`config.mk`:
```
export PLATFORM = sky130hd
export DESIGN_NAME = mbesm_execute
export DESIGN_NICKNAME = d
export VERILOG_FILES = /design/src/hdl/mbesm_uword_pkg.sv /design/src/hdl/mbesm_data_pkg.sv /design/src/hdl/mbesm_execute.sv
export SDC_FILE = /design/constraint.sdc
export NUM_CORES = 1
export LEC_CHECK = 0
export BUFFER_PORTS_ARGS = -buffer_cell sky130_fd_sc_hd__buf_2
export CAP_MARGIN = 20
export CORE_MARGIN = 5
export CORE_UTILIZATION = 55
export DETAILED_ROUTE_END_ITERATION = 16
export GPL_TIMING_DRIVEN = 1
export PLACE_DENSITY = 0.72
export SETUP_SLACK_MARGIN = 0.1
export SKIP_LAST_GASP = 1
export SYNTH_ARGS = -nofsm -noshare
export SYNTH_HDL_FRONTEND = slang
export SYNTH_SLANG_ARGS = --single-unit
```
`constraint.sdc`:
```
create_clock -name clk -period 13.5 [get_ports clk]
set_clock_uncertainty 0.05 [all_clocks]
set_input_delay 2.7 -clock clk [delete_from_list [all_inputs] [get_ports clk]]
set_output_delay 2.7 -clock clk [all_outputs]
set_load 0.05 [all_outputs]
```
`src/hdl/mbesm_uword_pkg.sv`:
```
`default_nettype none

package mbesm_uword_pkg;

    //----------------------------------------------------------------------
    // Control store and sequencer sizes
    //----------------------------------------------------------------------
    localparam int UADDR_W     = 8;                 // Microaddress width
    localparam int USTORE_N    = 1 << UADDR_W;      // Control store words
    localparam int STACK_DEPTH = 4;                 // Subroutine stack depth
    localparam int SP_W        = 3;                 // Stack pointer, 0..STACK_DEPTH
    localparam int LIT_W       = 16;                // Literal field
    localparam int UWORD_W     = 64;                // Whole microword
    localparam int PAD_W       = UWORD_W - 52;      // Unused low bits

    typedef enum logic [2:0] {
        SEQ_CONT = 3'd0,                            // Continue, reset value
        SEQ_JZ   = 3'd1,                            // Jump to zero, clear stack
        SEQ_CJP  = 3'd2,                            // Conditional jump
        SEQ_CJS  = 3'd3,                            // Conditional call
        SEQ_CRTN = 3'd4                             // Conditional return
    } seq_op_e;

    typedef enum logic [2:0] {
        COND_ALWAYS = 3'd0,
        COND_ZERO   = 3'd1,
        COND_NEG    = 3'd2,
        COND_CARRY  = 3'd3,
        COND_TR0    = 3'd4,
        COND_TR1    = 3'd5
    } cond_sel_e;

    typedef enum logic [1:0] {
        DSRC_LIT   = 2'd0,                          // Zero-extended literal
        DSRC_UREG  = 2'd1,                          // Effective-address register
        DSRC_SHIFT = 2'd2,                          // Shift result
        DSRC_FLAGS = 2'd3                           // Flag word
    } dsrc_e;

    typedef enum logic [2:0] {
        YD_NONE   = 3'd0,
        YD_REG    = 3'd1,                           // Register RB
        YD_UREG   = 3'd2,
        YD_PSHIFT = 3'd3,
        YD_SHIFT  = 3'd4,
        YD_OUT    = 3'd5,
        YD_HALT   = 3'd6
    } ydst_e;

    typedef enum logic [1:0] {
        FF_KEEP    = 2'd0,
        FF_SET_TR0 = 2'd1,
        FF_SET_TR1 = 2'd2,
        FF_CLR_ALL = 2'd3
    } ff_op_e;

    typedef enum logic [1:0] {
        CIN_ZERO = 2'd0,
        CIN_ONE  = 2'd1,
        CIN_COND = 2'd2                             // Condition from sequencer
    } cin_sel_e;

    // Microword layout, MSB first
    typedef struct packed {
        seq_op_e              seq_op;               // 63:61
        logic [UADDR_W-1:0]   br_addr;              // 60:53
        cond_sel_e            cond_sel;             // 52:50
        logic                 cond_inv;             // 49
        logic [2:0]           alu_op;               // 48:46, ALU function code
        cin_sel_e             cin_sel;              // 45:44
        logic [3:0]           ra;                   // 43:40
        logic [3:0]           rb;                   // 39:36
        dsrc_e                dsrc;                 // 35:34
        ydst_e                ydst;                 // 33:31
        logic                 flag_en;              // 30
        ff_op_e               ff_op;                // 29:28
        logic [LIT_W-1:0]     lit;                  // 27:12
        logic [PAD_W-1:0]     pad;                  // 11:0
    } uword_t;

endpackage

`default_nettype wire

```
`src/hdl/mbesm_data_pkg.sv`:
```
`default_nettype none

package mbesm_data_pkg;

    localparam int DATA_W  = 64;                    // Datapath width
    localparam int REG_N   = 16;                    // Register file depth
    localparam int SHAMT_W = 7;                     // Top bit set means left

    typedef enum logic [2:0] {
        ALU_ADD   = 3'd0,                           // A + D + cin
        ALU_SUB   = 3'd1,                           // A + ~D + cin
        ALU_AND   = 3'd2,
        ALU_OR    = 3'd3,
        ALU_XOR   = 3'd4,
        ALU_PASSD = 3'd5,
        ALU_PASSA = 3'd6,
        ALU_NOTA  = 3'd7
    } alu_op_e;

    // Flag word, also readable on D in bits 2:0
    typedef struct packed {
        logic zero;                                 // Bit 2
        logic negative;                             // Bit 1
        logic carry;                                // Bit 0
    } flags_t;

endpackage

`default_nettype wire

```
`src/hdl/mbesm_execute.sv`:
```
`default_nettype none

module mbesm_execute (
    input  wire                                      clk,
    input  wire                                      reset,
    input  mbesm_uword_pkg::uword_t                  i_uw,
    input  wire                                      i_step,
    input  wire                                      i_cond,         // For carry-in
    input  wire  [mbesm_data_pkg::DATA_W-1:0]        i_ureg,         // Effective address
    input  wire  [mbesm_data_pkg::DATA_W-1:0]        i_shift,        // Shift result
    output logic [mbesm_data_pkg::DATA_W-1:0]        o_y,            // Y bus
    output mbesm_data_pkg::flags_t                   o_flags         // Flag register
);

    localparam int DW = mbesm_data_pkg::DATA_W;

    logic [DW-1:0]          rf [mbesm_data_pkg::REG_N];
    logic [DW-1:0]          a_bus;
    logic [DW-1:0]          d_bus;
    logic                   cin;
    logic                   carry_out;
    mbesm_data_pkg::alu_op_e alu_op;
    mbesm_data_pkg::flags_t  flags_next;

    //----------------------------------------------------------------------
    // Operand selection
    //----------------------------------------------------------------------
    assign a_bus  = rf[i_uw.ra];
    assign alu_op = mbesm_data_pkg::alu_op_e'(i_uw.alu_op);

    always_comb begin
        case (i_uw.dsrc)
            mbesm_uword_pkg::DSRC_LIT:   d_bus = DW'(i_uw.lit);        // Zero-extended
            mbesm_uword_pkg::DSRC_UREG:  d_bus = i_ureg;
            mbesm_uword_pkg::DSRC_SHIFT: d_bus = i_shift;
            default:                     d_bus = DW'(o_flags);         // Z,N,C in 2:0
        endcase
    end

    always_comb begin
        case (i_uw.cin_sel)
            mbesm_uword_pkg::CIN_ONE:  cin = 1'b1;
            mbesm_uword_pkg::CIN_COND: cin = i_cond;
            default:                   cin = 1'b0;
        endcase
    end

    //----------------------------------------------------------------------
    // ALU
    //----------------------------------------------------------------------
    always_comb begin
        carry_out = 1'b0;                           // Logic ops clear carry
        case (alu_op)
            mbesm_data_pkg::ALU_ADD:   {carry_out, o_y} = {1'b0, a_bus} + {1'b0, d_bus} + cin;
            mbesm_data_pkg::ALU_SUB:   {carry_out, o_y} = {1'b0, a_bus} + {1'b0, ~d_bus} + cin;
            mbesm_data_pkg::ALU_AND:   o_y = a_bus & d_bus;
            mbesm_data_pkg::ALU_OR:    o_y = a_bus | d_bus;
            mbesm_data_pkg::ALU_XOR:   o_y = a_bus ^ d_bus;
            mbesm_data_pkg::ALU_PASSD: o_y = d_bus;
            mbesm_data_pkg::ALU_PASSA: o_y = a_bus;
            default:                   o_y = ~a_bus;    // NOTA
        endcase
    end

    assign flags_next.zero     = (o_y == '0);
    assign flags_next.negative = o_y[DW-1];
    assign flags_next.carry    = carry_out;

    //----------------------------------------------------------------------
    // Register file and flags, written at end of cycle
    //----------------------------------------------------------------------
    always_ff @(posedge clk) begin
        if (i_step && i_uw.ydst == mbesm_uword_pkg::YD_REG) begin
            rf[i_uw.rb] <= o_y;
        end
    end

    always_ff @(posedge clk) begin
        if (reset) begin
            o_flags <= '0;
        end else if (i_step && i_uw.flag_en) begin
            o_flags <= flags_next;
        end
    end

endmodule

`default_nettype wire

```
Word level (Yosys, flattened, before mapping) --
Memories as Yosys holds them, arrays and structs flattened. Index checks and enable logic that the tools add are counted.
Storage, ports and cells: register bits after elaboration 3, memory bits (writable) 1024, output and inout bits 67, word-level logic and storage cells 35, memories 1
Memories:
- rf | words 16, bits a word 64, rd ports 1, clocked after memory_dff 0, write ports 1, line mbesm_execute.sv:17 | logic [DW-1:0] rf [mbesm_data_pkg::REG_N];
Cells by class: $add $sub $neg 4, equality and inequality tests 11, mux-type cells 6, bitwise operators 5, reduce and logical (&&, ||, !) cells 5
Operator list (number):
- 64-bit case mux with 7 select lines | 1
- 64-bit case mux with 3 select lines | 1
- 64-bit by 64-bit adder with 65-bit output | 2
- 65-bit by 1-bit adder with 65-bit output | 2
- 64-bit NOT | 2
- 64-bit bitwise AND | 1
- 64-bit logical NOT | 1
- 64-bit bitwise OR | 1
- 64-bit bitwise XOR | 1
- 3-bit == test (second input constant) | 3
- 3-bit by 1-bit == test with 1-bit output (second input constant) | 2
- 3-bit by 2-bit == test with 1-bit output (second input constant) | 2
- 2-bit by 1-bit == test with 1-bit output (second input constant) | 2
- 2-bit == test (second input constant) | 2
- 1-bit case mux with 2 select lines | 2
- 3-bit logical NOT | 1
- 1-bit logical AND | 2
- 2-bit logical NOT | 1
- 1-bit 2-to-1 mux | 2

Depth between registers and ports, before layout --
depth in word-level cells 7, mapped depth 27

Least setup slack after synthesis --
No wires, ideal clock.
kind input-to-output, from in i_uw[43] in the netlist's numbering, to out o_y[44] in the netlist's numbering, arrival 8805 ps, slack 1945 ps, stages 18, path buffers 3, cells stage by stage inv_1 > buf_1 > buf_1 > clkbuf_1 > mux2i_1 > nand2_1 > o21ai_0 > fa_1 > fa_1 > nor2b_1 > o21a_1 > nor3_1 > o41a_1 > a21oi_1 > nor2_1 > o21ai_0 > a21oi_1 > nor3b_1
Between the ends: cells in the longest elaborated chain, start to end 4
RTL lines:
- start, declared | line mbesm_execute.sv:6 | input mbesm_uword_pkg::uword_t i_uw,
- memory read 16 x 64 bit *
- 64-bit by 64-bit adder with 65-bit output, on equally long branches | line mbesm_execute.sv:55, mbesm_execute.sv:54
- 65-bit by 1-bit adder with 65-bit output, on equally long branches | line mbesm_execute.sv:55, mbesm_execute.sv:54
- 64-bit case mux with 7 select lines * | line mbesm_execute.sv:53 | case (alu_op)
- end, declared | line mbesm_execute.sv:11 | output logic [mbesm_data_pkg::DATA_W-1:0] o_y,
Every way passes the cells marked *; elsewhere a longest branch is shown, timed or not.

Worst setup path after layout --
from in i_uw[40] in the netlist's numbering, to out o_y[33] in the netlist's numbering
Same word-level chain as after synthesis.

==> metrics.cfg <==
[yosys]
synth.distinct_cells = 102
ys_top_cells_by_area = edfxtp_1, mux4_2, ha_1, a21oi_1, nor2_1
synth_nets = 4639
synth_warnings = 0
yosysSeqAreaShare_pct = 55.7
ys_seq_elements = 1027
postSynthAreaPerCell_um2 = 13.1
post-synth-top-area-cell = edfxtp_1
async_flop_share_pct = 0
synthCells = 4234
synthFlopType = edfxtp_1
yosysTopAreaCellShare_pct = 55.6
syn_area_um2 = 55300
synth_edf_count = 1024

[hold_path]
hold_end = o_flags[1]
hp-start = o_flags[1]
hold_depth = 2
hp-class = reg -> reg

[cells_and_area]
drive_gt1_share_pct = 19.9
fin_nets = 4862
final_area_um2 = 61200
fill_cells = 7580
areaGrowthSynthToFinish_pct = 10.6

[clock_tree]
clk_pin_slew_ps = 70
clk_latency_ps = 640
cts_tree = built
hold_buffers = 0
cts_inserted_buffers = 86
cts_resized = 0
clock_sinks = 1027
cts_max_path_buffers = 3
htreeDepth = 3
cts-root-buf = clkbuf_16
postCtsSetupBuffers = 0

[routing]
drt-total-wl_um = 202000
wl_per_cell_um = 34.7
drtIter0Drc = 5904
via_per_inst = 7.12
firstDrtPassIters = 6
vias = 41500
ant_nets = 0
drcViolationCount = 0

[place]
dp_hpwl_um = 136000
placed_cell_area_um2 = 58400
place.gp.congestion = 1.03
io_buffers = 233

[timing]
final_max_slew_viol_count = 0
rsz0062_at_grt = no
fin_tns_setup_ps = 0
fmax_mhz = 80.6
min_period_over_period_pct = 91.9
finalHoldViolCount = 0
tightest_slew_ps = 1270
finalCriticalPeriod_ps = 12400
setup_viol = 0
relSlewSlack_pct = 14.7

[floorplan]
die_w_um = 327
pin_count = 263
core-area_um2 = 99900
start_util_pct = 55.3
die-area_um2 = 107000
die_y_um = 327
rows = 116

[global_route]
grtUsageTotal_pct = 37.1
antenna_found_initial = 9
grt_first_pass_wirelength_um = 287000
grt_pass1_vias = 39800
grt_overflow_total = 0
grt_max_degree = 89

[setup_path]
reg2regPathDepth = 20
start_kind = input pin
regToRegStartpoint = rf[12][19]
cp_max_fo = 78
crit_type = in -> out
end_kind = primary output
crit_required_ps = 10750
timing.rr.end = o_flags[2]
r2r_slack_ps = 5810
crit_arrival_ps = 9650

[outcome]
status = finished, final reports clean

[pwr]
ir_worst_vdd_mv = 0.142
power_density_nw_per_um2 = 133
leakage_nw = 21.3

[job]
max_cap_viol_count = 0

[Yosys cell counts (all sizes together), types with 63 or more instances]
cell,instances
nand2,268
o21ai,214
nor4,63
edfxtp,1024
nand3,85
buf,111
clkbuf,156
ha,205
mux2i,93
a22oi,73
a21oi,271
nor2,271
inv,196
mux4,260
[where the power goes]
group / internal (mW) / switching (mW) / total (mW)
clock network: 1.33 / 1.09 / 2.42
logic: 0.562 / 1.49 / 2.05
registers: 3.69 / 0.00421 / 3.69
total: 5.58 / 2.58 / 8.16
[per-layer routing]
metal	routed length [um]	GRT usage [%]	share of wire [%]
met2	89000	55.4	44
met4	10700	17.0	5.3
met3	26800	9.79	13
met1	76000	51.7	38
met5	34	0	0.017
[cell type report]
cell class | count | area (um2) | area share (%)
Sequential cell | 1027 | 30800 | 50.4
Multi-Input combinational cell | 2740 | 22700 | 37.1
Timing Repair Buffer | 402 | 2530 | 4.13
Clock buffer | 102 | 2300 | 3.76
Tap cell | 1298 | 1620 | 2.66
Inverter | 200 | 751 | 1.23
Clock inverter | 54 | 434 | 0.710
Antenna cell | 5 | 12.5 | 0.0205
[cells in the final DEF, fill, tap and decap left out, types with 53 or more instances in the layout]
cell,n
edfxtp_1,1024
a21oi_1,270
nand2_1,267
mux4_2,260
nor2_1,254
buf_2,227
ha_1,205
o21ai_0,185
inv_1,184
buf_4,166
mux2i_1,90
clkbuf_16,90
nand3_1,85
a22oi_1,73
nor4_1,63
nor3_1,53
[registers in the layout, summed over array words and instances (netlist names)]
register / flops
rf: 1024
o_flags: 3
[stage by stage]
step / hold WS [ps] / setup slack [ps] / cells / total power [mW] / utilization, %
finish: 647 / 1100 / 5828 / 8.16 / 61.2
global route: 646 / 721 / 5824 / 8.42 / 61.2
CTS: 631 / 1270 / 5823 / 8.12 / 61.2
detailed placement: 622 / 1310 / 5667 / 5.73 / 58.5
global placement: 609 / 1240 / 5666 / 5.71 / 58.5
floorplan: 624 / 1940 / 4234 / 4.98 / -
[kinds of logic (layout without fill, tap and decap cells)]
logic type / after synthesis / after routing / synth area share, %
fa+ha+maj: 209 / 209 / 4.79
compound gates: 1131 / 1131 / 13.9
simple gates: 992 / 992 / 8.73
other cells: 0 / 5 / 0
mux: 370 / 370 / 12.6
flops: 1027 / 1027 / 55.7
xor+xnor: 38 / 38 / 0.602
buf+inv: 467 / 758 / 3.57
[worst max-delay path, cell delays in order]
cell and delay [ps]:
buf_8 660, buf_12 380, buf_4 260, mux4_2 530
a22oi_1 210, nand2_1 250, ha_1 730, inv_1 250
a21oi_1 380, a2111oi_0 190, buf_4 210, o21ai_0 180
nand3_1 330, a21boi_0 740, mux2i_1 270, o2111ai_1 320
inv_1 570, buf_2 380
[worst max-delay path by stage]
stage | start | endpoint | slack (ps) | cells past startpoint
2_1_floorplan | i_uw[43] | o_y[44] | 1940 | 18
3_3_place_gp | i_uw[40] | o_y[24] | 1240 | 19
3_5_place_dp | i_uw[40] | o_y[55] | 1310 | 20
4_1_cts | i_uw[40] | o_y[61] | 1270 | 21
5_1_grt | i_uw[40] | o_y[61] | 720 | 21
6_report | i_uw[40] | o_y[33] | 1100 | 18
Power figures use the tool's default switching activity.
