**src/hdl/mbesm_uword_pkg.sv**
```systemverilog
`default_nettype none

package mbesm_uword_pkg;

    //----------------------------------------------------------------------
    // Control store and sequencer sizes
    //----------------------------------------------------------------------
    localparam int UADDR_W     = 8;                 // Microaddress width
    localparam int USTORE_N    = 1 << UADDR_W;      // Control store words
    localparam int STACK_DEPTH = 4;                 // Subroutine stack depth
    localparam int SP_W        = 3;                 // Stack pointer, 0..STACK_DEPTH
    localparam int LIT_W       = 16;                // Literal field
    localparam int UWORD_W     = 64;                // Whole microword
    localparam int PAD_W       = UWORD_W - 52;      // Unused low bits

    typedef enum logic [2:0] {
        SEQ_CONT = 3'd0,                            // Continue, reset value
        SEQ_JZ   = 3'd1,                            // Jump to zero, clear stack
        SEQ_CJP  = 3'd2,                            // Conditional jump
        SEQ_CJS  = 3'd3,                            // Conditional call
        SEQ_CRTN = 3'd4                             // Conditional return
    } seq_op_e;

    typedef enum logic [2:0] {
        COND_ALWAYS = 3'd0,
        COND_ZERO   = 3'd1,
        COND_NEG    = 3'd2,
        COND_CARRY  = 3'd3,
        COND_TR0    = 3'd4,
        COND_TR1    = 3'd5
    } cond_sel_e;

    typedef enum logic [1:0] {
        DSRC_LIT   = 2'd0,                          // Zero-extended literal
        DSRC_UREG  = 2'd1,                          // Effective-address register
        DSRC_SHIFT = 2'd2,                          // Shift result
        DSRC_FLAGS = 2'd3                           // Flag word
    } dsrc_e;

    typedef enum logic [2:0] {
        YD_NONE   = 3'd0,
        YD_REG    = 3'd1,                           // Register RB
        YD_UREG   = 3'd2,
        YD_PSHIFT = 3'd3,
        YD_SHIFT  = 3'd4,
        YD_OUT    = 3'd5,
        YD_HALT   = 3'd6
    } ydst_e;

    typedef enum logic [1:0] {
        FF_KEEP    = 2'd0,
        FF_SET_TR0 = 2'd1,
        FF_SET_TR1 = 2'd2,
        FF_CLR_ALL = 2'd3
    } ff_op_e;

    typedef enum logic [1:0] {
        CIN_ZERO = 2'd0,
        CIN_ONE  = 2'd1,
        CIN_COND = 2'd2                             // Condition from sequencer
    } cin_sel_e;

    // Microword layout, MSB first
    typedef struct packed {
        seq_op_e              seq_op;               // 63:61
        logic [UADDR_W-1:0]   br_addr;              // 60:53
        cond_sel_e            cond_sel;             // 52:50
        logic                 cond_inv;             // 49
        logic [2:0]           alu_op;               // 48:46, ALU function code
        cin_sel_e             cin_sel;              // 45:44
        logic [3:0]           ra;                   // 43:40
        logic [3:0]           rb;                   // 39:36
        dsrc_e                dsrc;                 // 35:34
        ydst_e                ydst;                 // 33:31
        logic                 flag_en;              // 30
        ff_op_e               ff_op;                // 29:28
        logic [LIT_W-1:0]     lit;                  // 27:12
        logic [PAD_W-1:0]     pad;                  // 11:0
    } uword_t;

endpackage

`default_nettype wire

```
**src/hdl/mbesm_data_pkg.sv**
```systemverilog
`default_nettype none

package mbesm_data_pkg;

    localparam int DATA_W  = 64;                    // Datapath width
    localparam int REG_N   = 16;                    // Register file depth
    localparam int SHAMT_W = 7;                     // Top bit set means left

    typedef enum logic [2:0] {
        ALU_ADD   = 3'd0,                           // A + D + cin
        ALU_SUB   = 3'd1,                           // A + ~D + cin
        ALU_AND   = 3'd2,
        ALU_OR    = 3'd3,
        ALU_XOR   = 3'd4,
        ALU_PASSD = 3'd5,
        ALU_PASSA = 3'd6,
        ALU_NOTA  = 3'd7
    } alu_op_e;

    // Flag word, also readable on D in bits 2:0
    typedef struct packed {
        logic zero;                                 // Bit 2
        logic negative;                             // Bit 1
        logic carry;                                // Bit 0
    } flags_t;

endpackage

`default_nettype wire

```
**src/hdl/mbesm_sequencer.sv**
```systemverilog
`default_nettype none

module mbesm_sequencer (
    input  wire                                      clk,
    input  wire                                      reset,
    input  mbesm_uword_pkg::uword_t                  i_uw,           // Word now executing
    input  wire                                      i_step,
    input  mbesm_data_pkg::flags_t                   i_flags,        // Registered ALU flags
    input  wire                                      i_tr0,
    input  wire                                      i_tr1,
    output logic [mbesm_uword_pkg::UADDR_W-1:0]      o_uaddr,        // Address to fetch
    output logic                                     o_cond          // After invert
);

    localparam int AW = mbesm_uword_pkg::UADDR_W;
    localparam int SW = mbesm_uword_pkg::SP_W;

    logic [AW-1:0] upc;                             // Executing word address + 1
    logic [SW-1:0] sp;                              // Number of live entries
    logic [SW-1:0] sp_top;                          // Index of top entry
    logic [AW-1:0] stack [mbesm_uword_pkg::STACK_DEPTH];
    logic [AW-1:0] ret_addr;
    logic          cond_raw;

    //----------------------------------------------------------------------
    // Condition multiplexer
    //----------------------------------------------------------------------
    always_comb begin
        case (i_uw.cond_sel)
            mbesm_uword_pkg::COND_ALWAYS: cond_raw = 1'b1;
            mbesm_uword_pkg::COND_ZERO:   cond_raw = i_flags.zero;
            mbesm_uword_pkg::COND_NEG:    cond_raw = i_flags.negative;
            mbesm_uword_pkg::COND_CARRY:  cond_raw = i_flags.carry;
            mbesm_uword_pkg::COND_TR0:    cond_raw = i_tr0;
            mbesm_uword_pkg::COND_TR1:    cond_raw = i_tr1;
            default:                      cond_raw = 1'b0;    // Unused codes
        endcase
    end

    assign o_cond = cond_raw ^ i_uw.cond_inv;

    //----------------------------------------------------------------------
    // Next address
    //----------------------------------------------------------------------
    assign sp_top   = sp - 1'b1;
    assign ret_addr = (sp == '0) ? '0 : stack[sp_top[SW-2:0]];    // Empty pops to 0

    always_comb begin
        case (i_uw.seq_op)
            mbesm_uword_pkg::SEQ_JZ:   o_uaddr = '0;
            mbesm_uword_pkg::SEQ_CJP,
            mbesm_uword_pkg::SEQ_CJS:  o_uaddr = o_cond ? i_uw.br_addr : upc;
            mbesm_uword_pkg::SEQ_CRTN: o_uaddr = o_cond ? ret_addr : upc;
            default:                   o_uaddr = upc;             // CONT
        endcase
    end

    //----------------------------------------------------------------------
    // Counter and stack pointer
    //----------------------------------------------------------------------
    always_ff @(posedge clk) begin
        if (reset) begin
            upc <= '0;                              // First fetch from 0
            sp  <= '0;
        end else if (i_step) begin
            upc <= o_uaddr + 1'b1;
            case (i_uw.seq_op)
                mbesm_uword_pkg::SEQ_JZ:   sp <= '0;
                mbesm_uword_pkg::SEQ_CJS:  if (o_cond) sp <= sp + 1'b1;
                mbesm_uword_pkg::SEQ_CRTN: if (o_cond && sp != '0) sp <= sp - 1'b1;
                default: ;
            endcase
        end
    end

    // Push the return address, the word after the call
    always_ff @(posedge clk) begin
        if (i_step && o_cond && i_uw.seq_op == mbesm_uword_pkg::SEQ_CJS) begin
            stack[sp[SW-2:0]] <= upc;
        end
    end

endmodule

`default_nettype wire

```
**config.mk**
```make
export PLATFORM = sky130hd
export DESIGN_NAME = mbesm_sequencer
export DESIGN_NICKNAME = d
export VERILOG_FILES = /design/src/hdl/mbesm_uword_pkg.sv /design/src/hdl/mbesm_data_pkg.sv /design/src/hdl/mbesm_sequencer.sv
export SDC_FILE = /design/constraint.sdc
export NUM_CORES = 1
export LEC_CHECK = 0
export BUFFER_PORTS_ARGS = -buffer_cell sky130_fd_sc_hd__buf_4
export CORE_MARGIN = 1
export CORE_UTILIZATION = 45
export CTS_CLUSTER_SIZE = 25
export DETAILED_ROUTE_END_ITERATION = 10
export PLACE_DENSITY = 0.73
export SLEW_MARGIN = 20
export SYNTH_ARGS = -nofsm -noshare
export SYNTH_HDL_FRONTEND = slang
export SYNTH_SLANG_ARGS = --single-unit
```
**constraint.sdc**
```tcl
create_clock -name clk -period 5.6 [get_ports clk]
set_clock_uncertainty 0.1 [all_clocks]
set_input_delay 0.84 -clock clk [delete_from_list [all_inputs] [get_ports clk]]
set_output_delay 0.84 -clock clk [all_outputs]
set_load 0.01 [all_outputs]
```
* Word level (Yosys, flattened, before mapping)
Memories as Yosys holds them, arrays and structs flattened. Cells that the tools add are included.
Word-level totals: register bits 11, bits in latches 0, RAM bits 32, ROM bits 0, input port bits 72, output and inout bits 9, word-level logic and storage cells 37, memories kept 1
Cells by class: $add $sub $neg 3, $mul 0, divide/modulo/power cells 0, order comparisons 0, equality and inequality tests 11, shifts and indexed selects 0, muxes and demuxes 10, bitwise operators 1, reduce and logical (&&, ||, !) cells 9
Memory list:
- stack | words 4, width 8, read ports 1, clocked after Yosys merged registers in 0, write ports 1, RTL line mbesm_sequencer.sv:21 | logic [AW-1:0] stack [mbesm_uword_pkg::STACK_DEPTH];
Operators by type and width (count):
- two-way mux 8 bit | 3
- case mux 8 bit (3 select lines) | 1
- == test 3 x 2 -> 1 bit, second input constant | 4
- == test 3 bit, second input constant | 3
- case mux 3 bit (3 select lines) | 1
- adder 8 x 1 -> 8 bit, second input constant | 1
- == test 3 x 1 -> 1 bit, second input constant | 2
- logical NOT 3 bit | 2
- two-way mux 3 bit | 2
- case mux 1 bit (6 select lines) | 1
- nonzero test 3 bit | 2
- inequality test 2 bit, second input constant | 2
- AND reduction 4 bit | 1
- adder 3 x 1 -> 3 bit, second input constant | 1
- logical AND 1 bit | 3
- subtractor 3 x 1 -> 3 bit, second input constant | 1
- two-way mux 1 bit | 2
- OR reduction 2 bit | 1
- bitwise XOR 1 bit | 1

* Longest topological paths before layout
word-level depth 7, mapped depth 14

* Worst setup path after synthesis
No wires, ideal clock.
path kind register to output, from reg sp[0], to out o_uaddr[0] in the netlist's numbering, arrival time 2.185 ns, required time 4.660 ns, slack 2.475 ns, stages on the path, launching flop included 10, buffers on the path 2, cells stage by stage dfxtp_1 buf_2 inv_1 ha_1 buf_2 mux2i_1 nor2_1 o32ai_1 a21oi_4 and2_1
Between the ends: word-level cells in the longest chain between the ends 5, elaborated cells between the ends (all ways) 6, classes of those cells 1 x add/sub; 3 x mux; 1 x reduce/logical; 1 x memory
Ends and longest elaborated chain:
- start, declared | RTL line mbesm_sequencer.sv:19 | logic [SW-1:0] sp;
- start signal, assigned | RTL line mbesm_sequencer.sv:69 | mbesm_uword_pkg::SEQ_CJS: if (o_cond) sp <= sp + 1'b1;
- start signal, assigned | RTL line mbesm_sequencer.sv:70 | mbesm_uword_pkg::SEQ_CRTN: if (o_cond && sp != '0) sp <= sp - 1'b1;
- subtractor 3 x 1 -> 3 bit
- memory read (4 x 8 bit)
- two-way mux 8 bit (*) | RTL line mbesm_sequencer.sv:46 | assign ret_addr = (sp == '0) ? '0 : stack[sp_top[SW-2:0]];
- two-way mux 8 bit (*) | RTL line mbesm_sequencer.sv:53 | mbesm_uword_pkg::SEQ_CRTN: o_uaddr = o_cond ? ret_addr : upc;
- case mux 8 bit (3 select lines) (*) | RTL line mbesm_sequencer.sv:49 | case (i_uw.seq_op)
- end, declared | RTL line mbesm_sequencer.sv:11 | output logic [mbesm_uword_pkg::UADDR_W-1:0] o_uaddr,
Mark *: on every way between the ends. The rest lies on a longest branch, timed or not.

* Final worst setup path
Same ends and word-level chain as after synthesis.

==> flow_metrics.tcl <==
set metrics [dict create \
    use_met2_pct 31.0 \
    ios 81 \
    use_met1_pct 28.1 \
    first_global_vias 1572 \
    cellInternalPower_w 0.000535 \
    globalRouteOverflowTotal 0 \
    rsz0062_at_grt "false" \
    proportion_of_layout_cells_with_a_drive_suffix_above_1_pct 26.9 \
    post_detailed_route_drc_marker_count 0 \
    global_route.peak_usage_layer "met2" \
    cts.clk_slew.worst_paths_ns 0.08 \
    cp.arrival_ns 3.18 \
    cap_violations 0 \
    port_buffers 31 \
    design.die.area_um2 5510 \
    run_status "complete, no violations" \
    ys.flop_type "edfxtp_1" \
    critical_path.max_fanout 14 \
    yosys_register_bits 43 \
    seqPwrFrac_pct 50.0 \
    vias_per_cell 5.59 \
    synth_cells 196 \
    synth_enable_flop_cells 32 \
    dp_hpwl_um 3700 \
    via_count 1642 \
    cp_data_required_time_ns 4.66 \
    power_frac_comb_pct 16.2 \
    route.detailed.wl_per_inst_um 17.2 \
    p_sw_w 0.000177 \
    die_height_um 74.2 \
    critical_path.startpoint_type "flop" \
    yosysWarningCount 0 \
    cellLeakagePower_nw 0.978 \
    mappedNetlistNets 274 \
    ctsLongestPathBuffers 2 \
    drt_iter0_markers 116 \
    fmaxAchievable_mhz 243 \
    clock_sink_count 43 \
    top_library_cells_by_usage_in_the_layout_fill_and_taps_aside "edfxtp_1 (32), buf_4 (31), nor2_1 (19), nand2_1 (11), dfxtp_1 (11)" \
    power.density_cell_area_nw_per_um2 262 \
    die_w_um 74.2 \
    grt_antenna_before_repair 0 \
    rows 25 \
    gpl.final_weighted_congestion 0.825 \
    timing.max_slew.rel_slack_pct 54.8 \
    netSwitchingFraction_pct 24.9 \
    cts_hold_repair.buffers 0 \
    root_buffer "clkbuf_8" \
    vdd_ir_drop_max_mv 0.153 \
    tritoncts "done" \
    post_synthesis_instance_area_um2 2350 \
    mean_cell_area_of_the_mapped_netlist_um2 12.0 \
    report.final.setup_viol 0 \
    routed_wl_um 5050 \
    finalMaxSlewViolations 0 \
    htreeDepth 2 \
    grt_pass1_wl_um 7980 \
    post_cts_resize_count 0 \
    critPathKind "reg -> out" \
    clk_latency_ns 0.30 \
    setup.worst_path.end_class "output port" \
    layout_worst_path_cycle_share_pct 73.6 \
    number_of_clock_buffers_inserted_by_tritoncts 5 \
    drt_antenna_net_count 0 \
    synth.lib_cells_used.distinct 55 \
    report.final.hold_viol_count 0 \
    global_route.usage.met3_pct 5.42 \
    number_of_antenna_diodes 0 \
    drt-pass1-iter-count 4 \
    layout_commonest_cell "edfxtp_1" \
    final.fill_count 453 \
    tightest_slew_ns 0.677 \
    start_util_pct 48.1 \
    hold_path_class "reg -> reg" \
    power.share.clock_pct 33.7 \
    totalNegativeSetupSlack_ns 0 \
    final_util_pct 55.8 \
    layout.nets 304 \
    grt_start_max_net_pins 15 \
    design.core.area_um2 4880 \
    async_reset_ff_share_pct 0 \
    layout_area_growth_over_synthesis_pct 16.1 \
    grt.total_usage_pct 20.1 \
    cts_post_setup_buffers_inserted 0 \
    period_needed_ns 4.12 \
    synth_sequential_area_ratio_pct 50.3 \
]
[worst paths after layout]
path / from / slack (ns) / to / depth (start not counted)
min reg2reg: sp[2]$_SDFFE_PP0P_ / 0.43 / sp[2]$_SDFFE_PP0P_ / 2
min: sp[2]$_SDFFE_PP0P_ / 0.43 / sp[2]$_SDFFE_PP0P_ / 2
max reg2reg: sp[0]$_SDFFE_PP0P_ / 2.03 / upc[6]$_SDFFE_PP0P_ / 12
max: sp[0]$_SDFFE_PP0P_ / 1.48 / o_uaddr[0] / 8
[registers in the layout, indices dropped and copies added, names as in the netlist]
register	count
upc	8
stack	32
sp	3
[power groups by stage]
stage               Clock (W)  Sequential (W)  Combinational (W)
floorplan                   0        0.000360          0.0000807
global placement            0        0.000363           0.000113
detailed placement          0        0.000364           0.000115
CTS                  0.000246        0.000357           0.000116
global route         0.000260        0.000358           0.000126
finish               0.000240        0.000356           0.000116
[cell type report]
type	instances	area, µm²	area share, %
Inverter	10	42.5	1.56
Clock buffer	6	72.6	2.67
Multi-Input combinational cell	135	1070	39.4
Tap cell	67	83.8	3.08
Timing Repair Buffer	31	233	8.55
Clock inverter	2	37.5	1.38
Sequential cell	43	1180	43.4
[synth_stat cells, drive strengths merged, types with 2 or more instances]
master / n / area share, %
mux4: 6 / 5.8
o21ai: 5 / 1.1
nor4: 2 / 0.80
nand2: 11 / 1.8
buf: 4 / 1.5
and2: 8 / 2.1
nor2b: 3 / 0.80
nor3: 3 / 0.85
nor2: 20 / 3.5
dfxtp: 11 / 9.4
a22o: 2 / 0.75
clkbuf: 4 / 0.64
mux2i: 8 / 3.4
a21oi: 10 / 2.9
o32ai: 2 / 0.75
o211ai: 3 / 1.8
nand2b: 8 / 2.1
xnor2: 4 / 1.5
ha: 6 / 3.2
a211oi: 4 / 1.5
a21o: 3 / 1.3
or2: 2 / 0.53
o21a: 3 / 1.3
edfxtp: 32 / 41
inv: 10 / 1.8
o22ai: 4 / 1.3
a22oi: 4 / 1.3
[metrics by stage]
step                setup slack [ns]  cell area, µm²  hold WS, ns  power, W  std cells
detailed placement              1.75            2610        0.406  0.000479        286
finish                          1.48            2720        0.427  0.000712        294
global route                    1.21            2720        0.460  0.000743        294
CTS                             1.41            2720        0.421  0.000718        294
global placement                1.81            2610        0.388  0.000477        286
floorplan                       2.48            2350        0.369  0.000440        196
[cells by family after synthesis]
family / after synthesis / synth area share (%)
adders and majority gates: 6 / 3.20
buffers and inverters: 18 / 3.95
AOI/OAI and AO/OA: 47 / 16.9
xor gates and xnor gates: 4 / 1.49
and+or+nand+nor: 64 / 15.0
muxes: 14 / 9.17
DFF: 43 / 50.3
[per-layer routing]
metal,vias to the layer above,share of wire [%]
met5,-,0
met4,0,0.71
met3,6,7.0
met2,58,46
met1,789,46
li1,789,-
[worst max-delay path, cell delays in order, from the launching register on]
cell	delay (ns)
dfxtp_1	0.76
inv_1	0.17
ha_1	0.68
mux2i_1	0.26
nor3_1	0.06
o32ai_1	0.48
a21oi_4	0.14
and2_1	0.17
buf_4	0.14
(Power assumes the default switching activity.)
