`src/hdl/mbesm_uword_pkg.sv`:
```
`default_nettype none

package mbesm_uword_pkg;

    //----------------------------------------------------------------------
    // Control store and sequencer sizes
    //----------------------------------------------------------------------
    localparam int UADDR_W     = 8;                 // Microaddress width
    localparam int USTORE_N    = 1 << UADDR_W;      // Control store words
    localparam int STACK_DEPTH = 4;                 // Subroutine stack depth
    localparam int SP_W        = 3;                 // Stack pointer, 0..STACK_DEPTH
    localparam int LIT_W       = 16;                // Literal field
    localparam int UWORD_W     = 64;                // Whole microword
    localparam int PAD_W       = UWORD_W - 52;      // Unused low bits

    typedef enum logic [2:0] {
        SEQ_CONT = 3'd0,                            // Continue, reset value
        SEQ_JZ   = 3'd1,                            // Jump to zero, clear stack
        SEQ_CJP  = 3'd2,                            // Conditional jump
        SEQ_CJS  = 3'd3,                            // Conditional call
        SEQ_CRTN = 3'd4                             // Conditional return
    } seq_op_e;

    typedef enum logic [2:0] {
        COND_ALWAYS = 3'd0,
        COND_ZERO   = 3'd1,
        COND_NEG    = 3'd2,
        COND_CARRY  = 3'd3,
        COND_TR0    = 3'd4,
        COND_TR1    = 3'd5
    } cond_sel_e;

    typedef enum logic [1:0] {
        DSRC_LIT   = 2'd0,                          // Zero-extended literal
        DSRC_UREG  = 2'd1,                          // Effective-address register
        DSRC_SHIFT = 2'd2,                          // Shift result
        DSRC_FLAGS = 2'd3                           // Flag word
    } dsrc_e;

    typedef enum logic [2:0] {
        YD_NONE   = 3'd0,
        YD_REG    = 3'd1,                           // Register RB
        YD_UREG   = 3'd2,
        YD_PSHIFT = 3'd3,
        YD_SHIFT  = 3'd4,
        YD_OUT    = 3'd5,
        YD_HALT   = 3'd6
    } ydst_e;

    typedef enum logic [1:0] {
        FF_KEEP    = 2'd0,
        FF_SET_TR0 = 2'd1,
        FF_SET_TR1 = 2'd2,
        FF_CLR_ALL = 2'd3
    } ff_op_e;

    typedef enum logic [1:0] {
        CIN_ZERO = 2'd0,
        CIN_ONE  = 2'd1,
        CIN_COND = 2'd2                             // Condition from sequencer
    } cin_sel_e;

    // Microword layout, MSB first
    typedef struct packed {
        seq_op_e              seq_op;               // 63:61
        logic [UADDR_W-1:0]   br_addr;              // 60:53
        cond_sel_e            cond_sel;             // 52:50
        logic                 cond_inv;             // 49
        logic [2:0]           alu_op;               // 48:46, ALU function code
        cin_sel_e             cin_sel;              // 45:44
        logic [3:0]           ra;                   // 43:40
        logic [3:0]           rb;                   // 39:36
        dsrc_e                dsrc;                 // 35:34
        ydst_e                ydst;                 // 33:31
        logic                 flag_en;              // 30
        ff_op_e               ff_op;                // 29:28
        logic [LIT_W-1:0]     lit;                  // 27:12
        logic [PAD_W-1:0]     pad;                  // 11:0
    } uword_t;

endpackage

`default_nettype wire

```
`src/hdl/mbesm_data_pkg.sv`:
```
`default_nettype none

package mbesm_data_pkg;

    localparam int DATA_W  = 64;                    // Datapath width
    localparam int REG_N   = 16;                    // Register file depth
    localparam int SHAMT_W = 7;                     // Top bit set means left

    typedef enum logic [2:0] {
        ALU_ADD   = 3'd0,                           // A + D + cin
        ALU_SUB   = 3'd1,                           // A + ~D + cin
        ALU_AND   = 3'd2,
        ALU_OR    = 3'd3,
        ALU_XOR   = 3'd4,
        ALU_PASSD = 3'd5,
        ALU_PASSA = 3'd6,
        ALU_NOTA  = 3'd7
    } alu_op_e;

    // Flag word, also readable on D in bits 2:0
    typedef struct packed {
        logic zero;                                 // Bit 2
        logic negative;                             // Bit 1
        logic carry;                                // Bit 0
    } flags_t;

endpackage

`default_nettype wire

```
`src/hdl/mbesm_result.sv`:
```
`default_nettype none

module mbesm_result (
    input  wire                                      clk,
    input  wire                                      reset,
    input  mbesm_uword_pkg::uword_t                  i_uw,
    input  wire                                      i_step,
    input  wire  [mbesm_data_pkg::DATA_W-1:0]        i_y,
    output logic [mbesm_data_pkg::DATA_W-1:0]        o_ureg,         // Effective address
    output logic [mbesm_data_pkg::DATA_W-1:0]        o_shift,        // Shift result
    output logic                                     o_tr0,
    output logic                                     o_tr1,
    output logic                                     o_out_valid,    // One-cycle pulse
    output logic [mbesm_data_pkg::DATA_W-1:0]        o_out_data,
    output logic                                     o_halted        // Sticky
);

    localparam int SHW = mbesm_data_pkg::SHAMT_W;

    logic [SHW-1:0] pshift;                         // Shift parameter
    logic           wr;                             // Destination write this cycle

    assign wr = i_step;

    //----------------------------------------------------------------------
    // Y-bus destination registers
    //----------------------------------------------------------------------
    always_ff @(posedge clk) begin
        if (wr) begin
            case (i_uw.ydst)
                mbesm_uword_pkg::YD_UREG:   o_ureg <= i_y;
                mbesm_uword_pkg::YD_PSHIFT: pshift <= i_y[SHW-1:0];
                mbesm_uword_pkg::YD_SHIFT:  o_shift <= pshift[SHW-1] ?
                                                       i_y << pshift[SHW-2:0] :   // Left
                                                       i_y >> pshift[SHW-2:0];    // Right
                mbesm_uword_pkg::YD_OUT:    o_out_data <= i_y;
                default: ;
            endcase
        end
    end

    //----------------------------------------------------------------------
    // Control state
    //----------------------------------------------------------------------
    always_ff @(posedge clk) begin
        if (reset) begin
            o_out_valid <= 1'b0;
            o_halted    <= 1'b0;
            o_tr0       <= 1'b0;
            o_tr1       <= 1'b0;
        end else begin
            o_out_valid <= wr && i_uw.ydst == mbesm_uword_pkg::YD_OUT;
            if (wr && i_uw.ydst == mbesm_uword_pkg::YD_HALT) begin
                o_halted <= 1'b1;                   // Held until reset
            end
            if (wr) begin
                case (i_uw.ff_op)
                    mbesm_uword_pkg::FF_SET_TR0: o_tr0 <= 1'b1;
                    mbesm_uword_pkg::FF_SET_TR1: o_tr1 <= 1'b1;
                    mbesm_uword_pkg::FF_CLR_ALL: begin
                        o_tr0 <= 1'b0;
                        o_tr1 <= 1'b0;
                    end
                    default: ;                      // KEEP
                endcase
            end
        end
    end

endmodule

`default_nettype wire

```
`config.mk`:
```
export PLATFORM = sky130hd
export DESIGN_NAME = mbesm_result
export DESIGN_NICKNAME = d
export VERILOG_FILES = /design/src/hdl/mbesm_uword_pkg.sv /design/src/hdl/mbesm_data_pkg.sv /design/src/hdl/mbesm_result.sv
export SDC_FILE = /design/constraint.sdc
export NUM_CORES = 1
export LEC_CHECK = 0
export BUFFER_PORTS_ARGS = -buffer_cell sky130_fd_sc_hd__buf_2
export CORE_MARGIN = 2
export CORE_UTILIZATION = 30
export CTS_CLUSTER_DIAMETER = 40
export DETAILED_ROUTE_END_ITERATION = 8
export GPL_TIMING_DRIVEN = 0
export PLACE_DENSITY_LB_ADDON = 0.3
export SYNTH_ARGS = -nofsm -noshare
export SYNTH_HDL_FRONTEND = slang
export SYNTH_SLANG_ARGS = --single-unit
```
`constraint.sdc`:
```
create_clock -name clk -period 9.9 [get_ports clk]
set_input_delay 0.495 -clock clk [delete_from_list [all_inputs] [get_ports clk]]
set_output_delay 0.495 -clock clk [all_outputs]
set_load 0.005 [all_outputs]
```
======== Word level (Yosys, flattened, before mapping) ========
Index checks and enable logic that the tools add are counted.
operators by class
  equal/unequal tests ..................... 8
  reductions and logical operators ........ 10
  shift-type cells ........................ 2
  muxes and demuxes ....................... 3
operators by type and width
  cell                  count
  $mux W64              1
  $shl A64 B6 Y64       1
  $shr A64 B6 Y64       1
  $reduce_and A2 Y1     6
  $eq A3 B3 Y1 const B  3
  $eq A3 B2 Y1 const B  2
  $eq A2 B2 Y1 const B  2
  $pmux W1 S2           2
  $reduce_bool A2 Y1    2
  $eq A2 B1 Y1 const B  1
  $logic_and A1 B1 Y1   2
storage, ports and cells
  register bits ........................... 203
  input bits .............................. 131
  output and inout bits ................... 196
  logic and storage cells ................. 31

======== Logic depth before layout (Yosys ltp) ========
Gate-level depths: netlist (run 1).
  depth in word-level cells ............... 3
  mapped depth ............................ 10

======== Worst setup path after synthesis (run 1) ========
No wires, ideal clock.
  kind .................................... input -> register
  start ................................... input port i_uw[32] (netlist bit)
  end ..................................... register o_out_data[0] (netlist bit), enable pin
  library setup time ...................... 565 ps
  required time ........................... 9,335 ps
  cell stages on the path ................. 1
  setup slack ............................. 4,375 ps
  arrival time ............................ 4,959 ps
  cells stage by stage .................... nor3_1
between the ends
  cells in the longest elaborated chain, start to end .. 2
RTL lines
  item                                line                RTL
  start: declaration                  mbesm_result.sv:6   input mbesm_uword_pkg::uword_t i_uw,
  $eq A3 B3 Y1                        mbesm_result.sv:30  case (i_uw.ydst)
  $reduce_and A2 Y1 (no source line)  --
  end signal: assignment              mbesm_result.sv:36  mbesm_uword_pkg::YD_OUT: o_out_data <= i_y;
  end: declaration                    mbesm_result.sv:14  output logic [mbesm_data_pkg::DATA_W-1:0] o_out_data,
Every way passes these cells.
A chain may end at the register's enable or synchronous reset.

======== Worst setup path after layout (run 1) ========
  start ................................... register pshift[2]
  end ..................................... register o_shift[59] (netlist bit), data pin
between the ends
  cells in the longest elaborated chain, start to end .. 2
  elaborated cells between the ends (all ways) .. 3
  classes of those cells .................. 2 x shift; 1 x mux
RTL lines
  item                                                       line                                    RTL
  start: declaration                                         mbesm_result.sv:20                      logic [SHW-1:0] pshift;
  start signal: assignment                                   mbesm_result.sv:32                      mbesm_uword_pkg::YD_PSHIFT: pshift <= i_y[SHW-1:0];
  $shr A64 B6 Y64 / $shl A64 B6 Y64 (equally long branches)  mbesm_result.sv:35, mbesm_result.sv:34
  $mux W64 (*)                                               mbesm_result.sv:33                      mbesm_uword_pkg::YD_SHIFT: o_shift <= pshift[SHW-1] ?
  end signal: assignment                                     mbesm_result.sv:33
  end: declaration                                           mbesm_result.sv:10                      output logic [mbesm_data_pkg::DATA_W-1:0] o_shift,
Every way passes the cells marked *; elsewhere a longest branch is shown, timed or not.

==> metrics, run 1 <==
largest net degree at the start of global routing 17; fin worst setup slack 5470 ps; kind of critical path reg -> reg; placed inst area 0.0172 sq mm; register share of total power 38.7%; Post-Syn Instances 1195; row cnt 81; Hold Fails Final Rpt 0; vias 14.4k; total grt overflow 0; routed length per instance 38.5 um; number of global-route vias before repair 13.8k; vias per inst 6.55; Sw Pwr 775 uW; DP HPWL 65300 um; endpoint class of the critical path register; Clock Path Buffers 3; CTS tree yes; switching part of the total 30.6%; Final Max Tran Viols 0; number of synthesized register bits 203; P&R area growth vs syn 22.4%; non-filler instance count after layout 2194; Synth top cells by count 199 x edfxtp_1, 130 x mux4_2, 108 x nor2_1; DR pass1 iterations 7; Setup crit start pshift[2]$_DFFE_PP_; Design Area, Final 0.0181 sq mm; htree depth 1; DIE HEIGHT 226 um; total number of yosys warnings 0; internal power 1.76 mW; clock-pin slew on the worst setup and hold paths 60 ps; PwrDens 140 mW/mm^2; Root Driver clkbuf_16; routability congestion estimate 1.05; Combinational Power Share 21.9%; post-synth top area cell edfxtp_1; Max Used Layer met5; Post-synth EDFFs 199; antenna violations before repair 2; sequential share of the synthesized area 40.9%; Yosys top cell area share 40.3%; Port Buffer Count 267; Die Wd 226 um; hold buffer count at cts 0; Unique masters post-synth 75; Async S/R FF share, synth 0%; post_cts resized 0; CP Max Fanout 10; RSZ-0062 raised after global routing false; maximum clock rate 226 MHz; Max Cap Viol 0; nets@finish 1639; core footprint 0.0488 sq mm; reg2reg start pshift[2]$_DFFE_PP_; status complete, no violations; Slew @ Worst Pin 1460 ps; shortest period the worst path allows 4430 ps; # Post-CTS Setup Buffers 0; remaining antenna violation count 0; pre-CTS setup slack 5710 ps; setup violators final 0; drt drc 0; static leakage 6.54 nW; Routed WL 84400 um; Main synth FF type edfxtp_1; met1 WL 33000 um; Hold Crit Class in -> reg; Final Util 37.1%; top-count cell post-synth edfxtp_1; layout cells sized above 1 37.5%; first-pass GRT wire length 115000 um; initial core utilization 30.3%; worst clock skew 23.8 ps; clk sinks 203; Synth area leaders edfxtp_1 40%, mux4_2 20%, mux2i_1 6.4%; CP Launch Type register; TritonCTS Buffers 28; IO Count 327; DR WL met2 35500 um; Worst EP required 10170 ps; Final TNS setup 0 ps; Post-Synthesis Cell Area 0.0148 sq mm; Die Area 0.0512 sq mm; Hold Path Origin reset; Clock Power Share 39.4%; Worst-Skew Late Latency 580 ps; Net Count, Synth 1326; post-route clock period utilization 44.7%; placed cell count 2142; Iter 0 DRT Violations 2108; IR drop worst, VDD 0.000138 V; crit path DAT 4700 ps; Avg Synthesized Cell Area 12.4 sq um; Relative slew margins 2.35%; met3 wire length 9990 um; Global Route Usage Sum 32.6%
-- path summary, 6_finish.rpt --
| check | endpoint | slack [ps] | cells after the start |
|---|---|---|---|
| max reg2reg | o_shift[59]$_DFFE_PP_ | 5470 | 7 |
| max | o_shift[59]$_DFFE_PP_ | 5470 | 7 |
| min | o_halted$_SDFFE_PP0P_ | 140 | 2 |
| min reg2reg | o_halted$_SDFFE_PP0P_ | 490 | 2 |
-- cells by family after synthesis --
| logic type | after synthesis | synth area share (%) |
|---|---|---|
| muxes | 297 | 32.6 |
| buffers and inverters | 117 | 4.07 |
| DFF | 203 | 40.9 |
| AOI/OAI and AO/OA | 257 | 12.2 |
| and+or+nand+nor | 321 | 10.3 |
-- layer usage --
metal  track usage, %  vias up
li1                 -     5564
met1             43.4     7220
met2             46.9     1300
met3             9.93      292
met4             18.3        4
met5                0        -
-- placed cells by master (no fill, tap or decap), types with 13 or more instances in the layout --
master | netlist | final
buf_2 | 23 | 290
edfxtp_1 | 199 | 199
mux4_2 | 130 | 130
nor2_1 | 108 | 108
mux2i_1 | 95 | 95
nand2_1 | 73 | 73
mux2_2 | 59 | 59
clkbuf_1 | 51 | 55
o22ai_1 | 44 | 44
o21ai_0 | 37 | 37
nand3_1 | 33 | 33
a21oi_1 | 28 | 28
clkbuf_16 | 0 | 28
nor3_1 | 26 | 23
buf_6 | 6 | 22
a22oi_1 | 21 | 21
buf_1 | 16 | 16
o211ai_1 | 15 | 15
o221ai_1 | 13 | 13
-- final cells by class --
type	instances	area, sq um
timing repair buffer	283	1520
tap	664	831
antenna	1	2.50
buffer	106	562
sequential	203	6060
multi-input combinational	875	8190
clock buffer	34	743
clock inverter	17	206
inverter	11	41.3
fill	4855	30700
-- worst max-delay path: stages (launching register included) --
cell      delay [ps]
edfxtp_1         320
clkbuf_1         620
buf_1            700
buf_1            660
clkbuf_1         890
nor2_1           130
o21ai_0          580
nand4b_1         190
-- sequential cells by signal, summed over array words and instances (netlist names) --
signal	flops
o_halted	1
o_out_data	64
o_out_valid	1
o_shift	64
o_tr0	1
o_tr1	1
o_ureg	64
pshift	7
-- power groups by stage --
stage | combinational [mW] | sequential, mW | clock [mW]
global placement | 0.528 | 1.00 | 0
global route | 0.562 | 0.983 | 1.06
detailed placement | 0.525 | 0.999 | 0
CTS | 0.528 | 0.981 | 1.02
finish | 0.557 | 0.981 | 0.999
floorplan | 0.264 | 1.00 | 0
-- through the flow --
stage / hold WS [ps] / power [mW]
after floorplan: 465 / 1.27
after global placement: 461 / 1.53
after detailed placement: 475 / 1.52
after CTS: 112 / 2.53
after global routing: 121 / 2.60
final: 135 / 2.54
(Power assumes the default switching activity.)
==> run 2: changes to the inputs <==
==> constraint.sdc (replaced) <==
create_clock -name clk -period 4.6 [get_ports clk]
set_input_delay 0.23 -clock clk [delete_from_list [all_inputs] [get_ports clk]]
set_output_delay 0.23 -clock clk [all_outputs]
set_load 0.005 [all_outputs]
==> metrics, run 2 (same netlist as run 1, synthesis figures left out) <==
status complete, but fails checks; failing checks capacitance limit; shortest period the worst path allows 4570 ps; CP Max Fanout 10; Worst EP required 4860 ps; # Post-CTS Setup Buffers 0; endpoint class of the critical path register; vias 14.5k; vias per inst 6.43; Die Wd 226 um; DR pass1 iterations 6; Worst path slowest cell buf_1; DR WL met2 36500 um; clock-pin slew on the worst setup and hold paths 60 ps; nets@finish 1703; largest net degree at the start of global routing 23; Slew @ Worst Pin 1480 ps; Fillers 4750; Max Cap Viol 1; DIE HEIGHT 226 um; RSZ-0062 raised after global routing false; Relative slew margins 1.06%; routability congestion estimate 1.03; post-route clock period utilization 99.3%; Worst Hold Slack 20.4 ps; Final Max Tran Viols 0; IO Count 327; reg2reg start pshift[2]$_DFFE_PP_; hold buffer count at cts 67; Iter 0 DRT Violations 2111; antenna violations before repair 2; most common cell after layout, fill and taps aside buf_2; Port Buffer Count 267; Regs by FF count o_out_data: 64 flops, o_shift: 64 flops, o_ureg: 64 flops; total power 5.81 mW; met3 wire length 9770 um; hold path depth 1; number of global-route vias before repair 14.1k; htree depth 1; Max Used Layer met5; clk sinks 203; Design Area, Final 0.0190 sq mm; CP Launch Type register; TritonCTS Buffers 31; Critical Path Sink o_shift[12]$_DFFE_PP_; static leakage 6.89 nW; PwrDens 306 mW/mm^2; row cnt 81; IR drop worst, VDD 0.000291 V; CTS tree yes; Worst path depth 8; post_cts resized 0; first-pass GRT wire length 116000 um; fin worst setup slack 31.0 ps; most frequent cells in the layout 290 x buf_2, 199 x edfxtp_1, 130 x mux4_2; kind of critical path reg -> reg; non-filler instance count after layout 2260; R2R depth 8; worst r2r dst o_shift[12]$_DFFE_PP_; Hold Fails Final Rpt 0; total grt overflow 0; placed cell count 2136; placed inst area 0.0172 sq mm; crit path DAT 4830 ps; routed length per instance 37.8 um; Global Route Usage Sum 32.9%; Die Area 0.0512 sq mm; R2R setup slack 30 ps; remaining antenna violation count 0; Clock Path Buffers 3; initial core utilization 30.3%; met1 WL 33700 um; Worst-Skew Late Latency 590 ps; setup violators final 0; Root Driver clkbuf_16; Routed WL 85300 um; Hold Crit Class in -> reg; pre-CTS setup slack 237 ps; worst clock skew 6.20 ps; maximum clock rate 219 MHz; critical path cell sequence clkbuf_1 -> inv_2 -> buf_1 -> buf_1 -> clkbuf_1 -> o21ai_0 -> o21ai_0 -> nand3_1; core footprint 0.0488 sq mm; family with the most delay on the worst path buffers and inverters; DP HPWL 65500 um; drt drc 0; Setup crit start pshift[2]$_DFFE_PP_; layout cells sized above 1 35.9%; max incr delay on CP 950 ps; CP bufs+invs 5; P&R area growth vs syn 28.0%
-- run 2: how the worst min path moves through the flow --
| stage | startpoint | to | slack [ps] |
|---|---|---|---|
| after floorplan | reset | o_halted$_SDFFE_PP0P_ | 300 |
| after detailed placement | reset | o_halted$_SDFFE_PP0P_ | 460 |
| after global routing | i_y[16] | o_out_data[16]$_DFFE_PP_ | 4 |
| final | i_y[16] | o_ureg[16]$_DFFE_PP_ | 20 |
| after CTS | i_y[3] | o_out_data[3]$_DFFE_PP_ | 0.9 |
| after global placement | reset | o_halted$_SDFFE_PP0P_ | 450 |
-- run 2: per-layer routing --
metal | up-vias | GRT usage (%)
li1 | 5681 | -
met5 | - | 0
met2 | 1287 | 48.6
met3 | 256 | 7.67
met4 | 2 | 17.3
met1 | 7314 | 44.7
-- run 2: cell type report --
cell class | count | area (sq um) | share of cell area (%)
Inverter | 11 | 41.3 | 0.218
Multi-Input combinational cell | 875 | 8200 | 43.2
Antenna cell | 1 | 2.50 | 0.0132
Clock inverter | 22 | 293 | 1.54
Timing Repair Buffer | 344 | 2200 | 11.6
Tap cell | 664 | 831 | 4.38
Clock buffer | 34 | 787 | 4.15
Buffer | 106 | 562 | 2.96
Sequential cell | 203 | 6060 | 31.9
-- run 2: stage by stage --
stage	setup TNS (ps)	util, %
floorplan	0	-
global placement	-30630	34.8
detailed placement	0	35.3
CTS	0	38.8
global route	0	38.8
finish	0	38.9
-- run 2: power by group --
group | internal, mW | switching, mW
clock | 1.54 | 0.915
combinational | 0.443 | 0.808
sequential | 2.10 | 0.0141
==> run 3: changes to the inputs <==
--- a/config.mk
+++ b/config.mk
@@ -5,6 +5,7 @@
 export SDC_FILE = /design/constraint.sdc
 export NUM_CORES = 1
 export LEC_CHECK = 0
+export ABC_AREA = 1
 export BUFFER_PORTS_ARGS = -buffer_cell sky130_fd_sc_hd__buf_2
 export CORE_MARGIN = 2
 export CORE_UTILIZATION = 30
==> metrics, run 3 <==
status complete, no violations; kind of critical path reg -> reg; number of global-route vias before repair 16.1k; vias per inst 5.96; Hold Crit Class in -> reg; Sw Pwr 1.59 mW; initial core utilization 30.3%; Worst EP required 4890 ps; post_cts resized 0; R2R setup slack 1720 ps; CP Max Fanout 10; Post-synth EDFFs 199; static leakage 7.64 nW; vias 16.9k; remaining antenna violation count 0; total number of yosys warnings 0; Global Route Usage Sum 35.9%; Root Driver clkbuf_16; Synth top cells by count 869 x nand3_1, 509 x nand2_1, 199 x edfxtp_1; P&R area growth vs syn 28.2%; RSZ-0062 raised after global routing false; Worst-Skew Late Latency 560 ps; Yosys top cell area share 43.6%; Final Max Tran Viols 0; DR pass1 iterations 7; internal power 3.56 mW; Unique masters post-synth 22; largest net degree at the start of global routing 34; Slew @ Worst Pin 962 ps; post-synth top area cell edfxtp_1; first-pass GRT wire length 120000 um; Synth area leaders edfxtp_1 44%, nand3_1 32%, nand2_1 14%; Port Buffer Count 267; Final TNS setup 0 ps; Regs by FF count o_out_data: 64 flops, o_shift: 64 flops, o_ureg: 64 flops; Hold Fails Final Rpt 0; row cnt 78; reg2reg start pshift[3]$_DFFE_PP_; clk sinks 203; DIE HEIGHT 218 um; total grt overflow 0; crit path DAT 3170 ps; Clock Power Share 39.4%; most common cell after layout, fill and taps aside nand3_1; setup violators final 0; CTS tree yes; Die Wd 218 um; clock-pin slew on the worst setup and hold paths 60 ps; routability congestion estimate 1.04; routed length per instance 30.4 um; # diodes 0; Combinational Power Share 19.9%; Routed WL 86200 um; core footprint 0.0452 sq mm; DP HPWL 68500 um; IO Count 327; Setup crit start pshift[3]$_DFFE_PP_; most frequent cells in the layout 869 x nand3_1, 509 x nand2_1, 305 x buf_2; CP Launch Type register; Post-Synthesis Cell Area 0.0137 sq mm; maximum clock rate 347 MHz; Iter 0 DRT Violations 2391; shortest period the worst path allows 2880 ps; Max Cap Viol 0; TritonCTS Buffers 26; antenna violations before repair 2; Main synth FF type edfxtp_1; switching part of the total 30.8%; PwrDens 293 mW/mm^2; sequential share of the synthesized area 44.2%; Relative slew margins 35.8%; Worst Hold Slack 64.6 ps; Net Count, Synth 1975; post-route clock period utilization 62.6%; worst clock skew 8.46 ps; drt drc 0; nets@finish 2348; htree depth 1; Clock Path Buffers 3; layout cells sized above 1 18.6%; top-count cell post-synth nand3_1; Hold Path Origin i_uw[31]; Async S/R FF share, synth 0%; Avg Synthesized Cell Area 7.42 sq um; number of synthesized register bits 203; register share of total power 40.7%; Die Area 0.0474 sq mm; endpoint class of the critical path register; IR drop worst, VDD 0.000285 V; Fillers 4757; Post-Syn Instances 1844
==> run 3: worst max-delay path: stages (launching register included) <==
cell      delay, ps
edfxtp_1        470
clkbuf_1        410
clkbuf_1        600
nand3_1         330
nand2_1         390
nand2_1          90
nand3_1         180
nand3_1         130
==> run 3: cells by family (layout without fill, tap and decap cells) <==
kind of cell	after synthesis	after routing	share of synthesized area (%)
DFF	203	203	44.2
buffers and inverters	153	545	5.36
and+or+nand+nor	1471	1471	49.7
AOI/OAI and AO/OA	17	17	0.676
==> run 3: worst paths after layout <==
| check | to | depth (start not counted) |
|---|---|---|
| worst min-delay path | o_out_valid$_SDFF_PP0_ | 3 |
| worst max register to register | o_shift[51]$_DFFE_PP_ | 7 |
| worst min register to register | o_halted$_SDFFE_PP0P_ | 2 |
| worst max-delay path | o_shift[51]$_DFFE_PP_ | 7 |
==> run 3: cell type report <==
class                           instances  area (sq um)  area share, %
Multi-Input combinational cell       1488          6930           39.5
Clock inverter                         19           185           1.05
Buffer                                140           686           3.91
Sequential cell                       203          6060           34.5
Tap cell                              600           751           4.28
Inverter                               13          48.8          0.278
Timing Repair Buffer                  345          2220           12.6
Clock buffer                           28           679           3.87
==> run 3: power groups by stage <==
stage | combinational [mW] | clock [mW] | sequential [mW]
3_5_place_dp | 0.938 | 0 | 2.13
4_1_cts | 0.988 | 2.07 | 2.09
5_1_grt | 1.07 | 2.15 | 2.10
2_1_floorplan | 0.467 | 0 | 2.14
3_3_place_gp | 0.932 | 0 | 2.14
6_report | 1.02 | 2.03 | 2.09
==> run 3: stage by stage <==
stage               power (mW)  worst slack (ps)  instances  utilization, %  cell area [sq um]
global route              5.32              1750       2836            38.8              17600
CTS                       5.15              1920       2836            38.8              17600
floorplan                 2.61              1030       1844               -              13700
finish                    5.14              1720       2836            38.8              17600
detailed placement        3.07              1940       2719            35.4              16000
global placement          3.07              -592       2711            34.9              15800
==> run 3: repair_timing <==
item                      CTS  global route
hold buffers               70             0
hold endpoints to repair  135             0
setup buffers               0             0
==> run 3: per-layer routing <==
layer | track usage [%] | routed length (um) | vias to the layer above
met3 | 6.83 | 8530 | 218
met1 | 46.5 | 34100 | 8111
met5 | 0 | 30 | -
met4 | 20.5 | 5740 | 4
li1 | - | - | 7361
met2 | 56.0 | 37800 | 1197
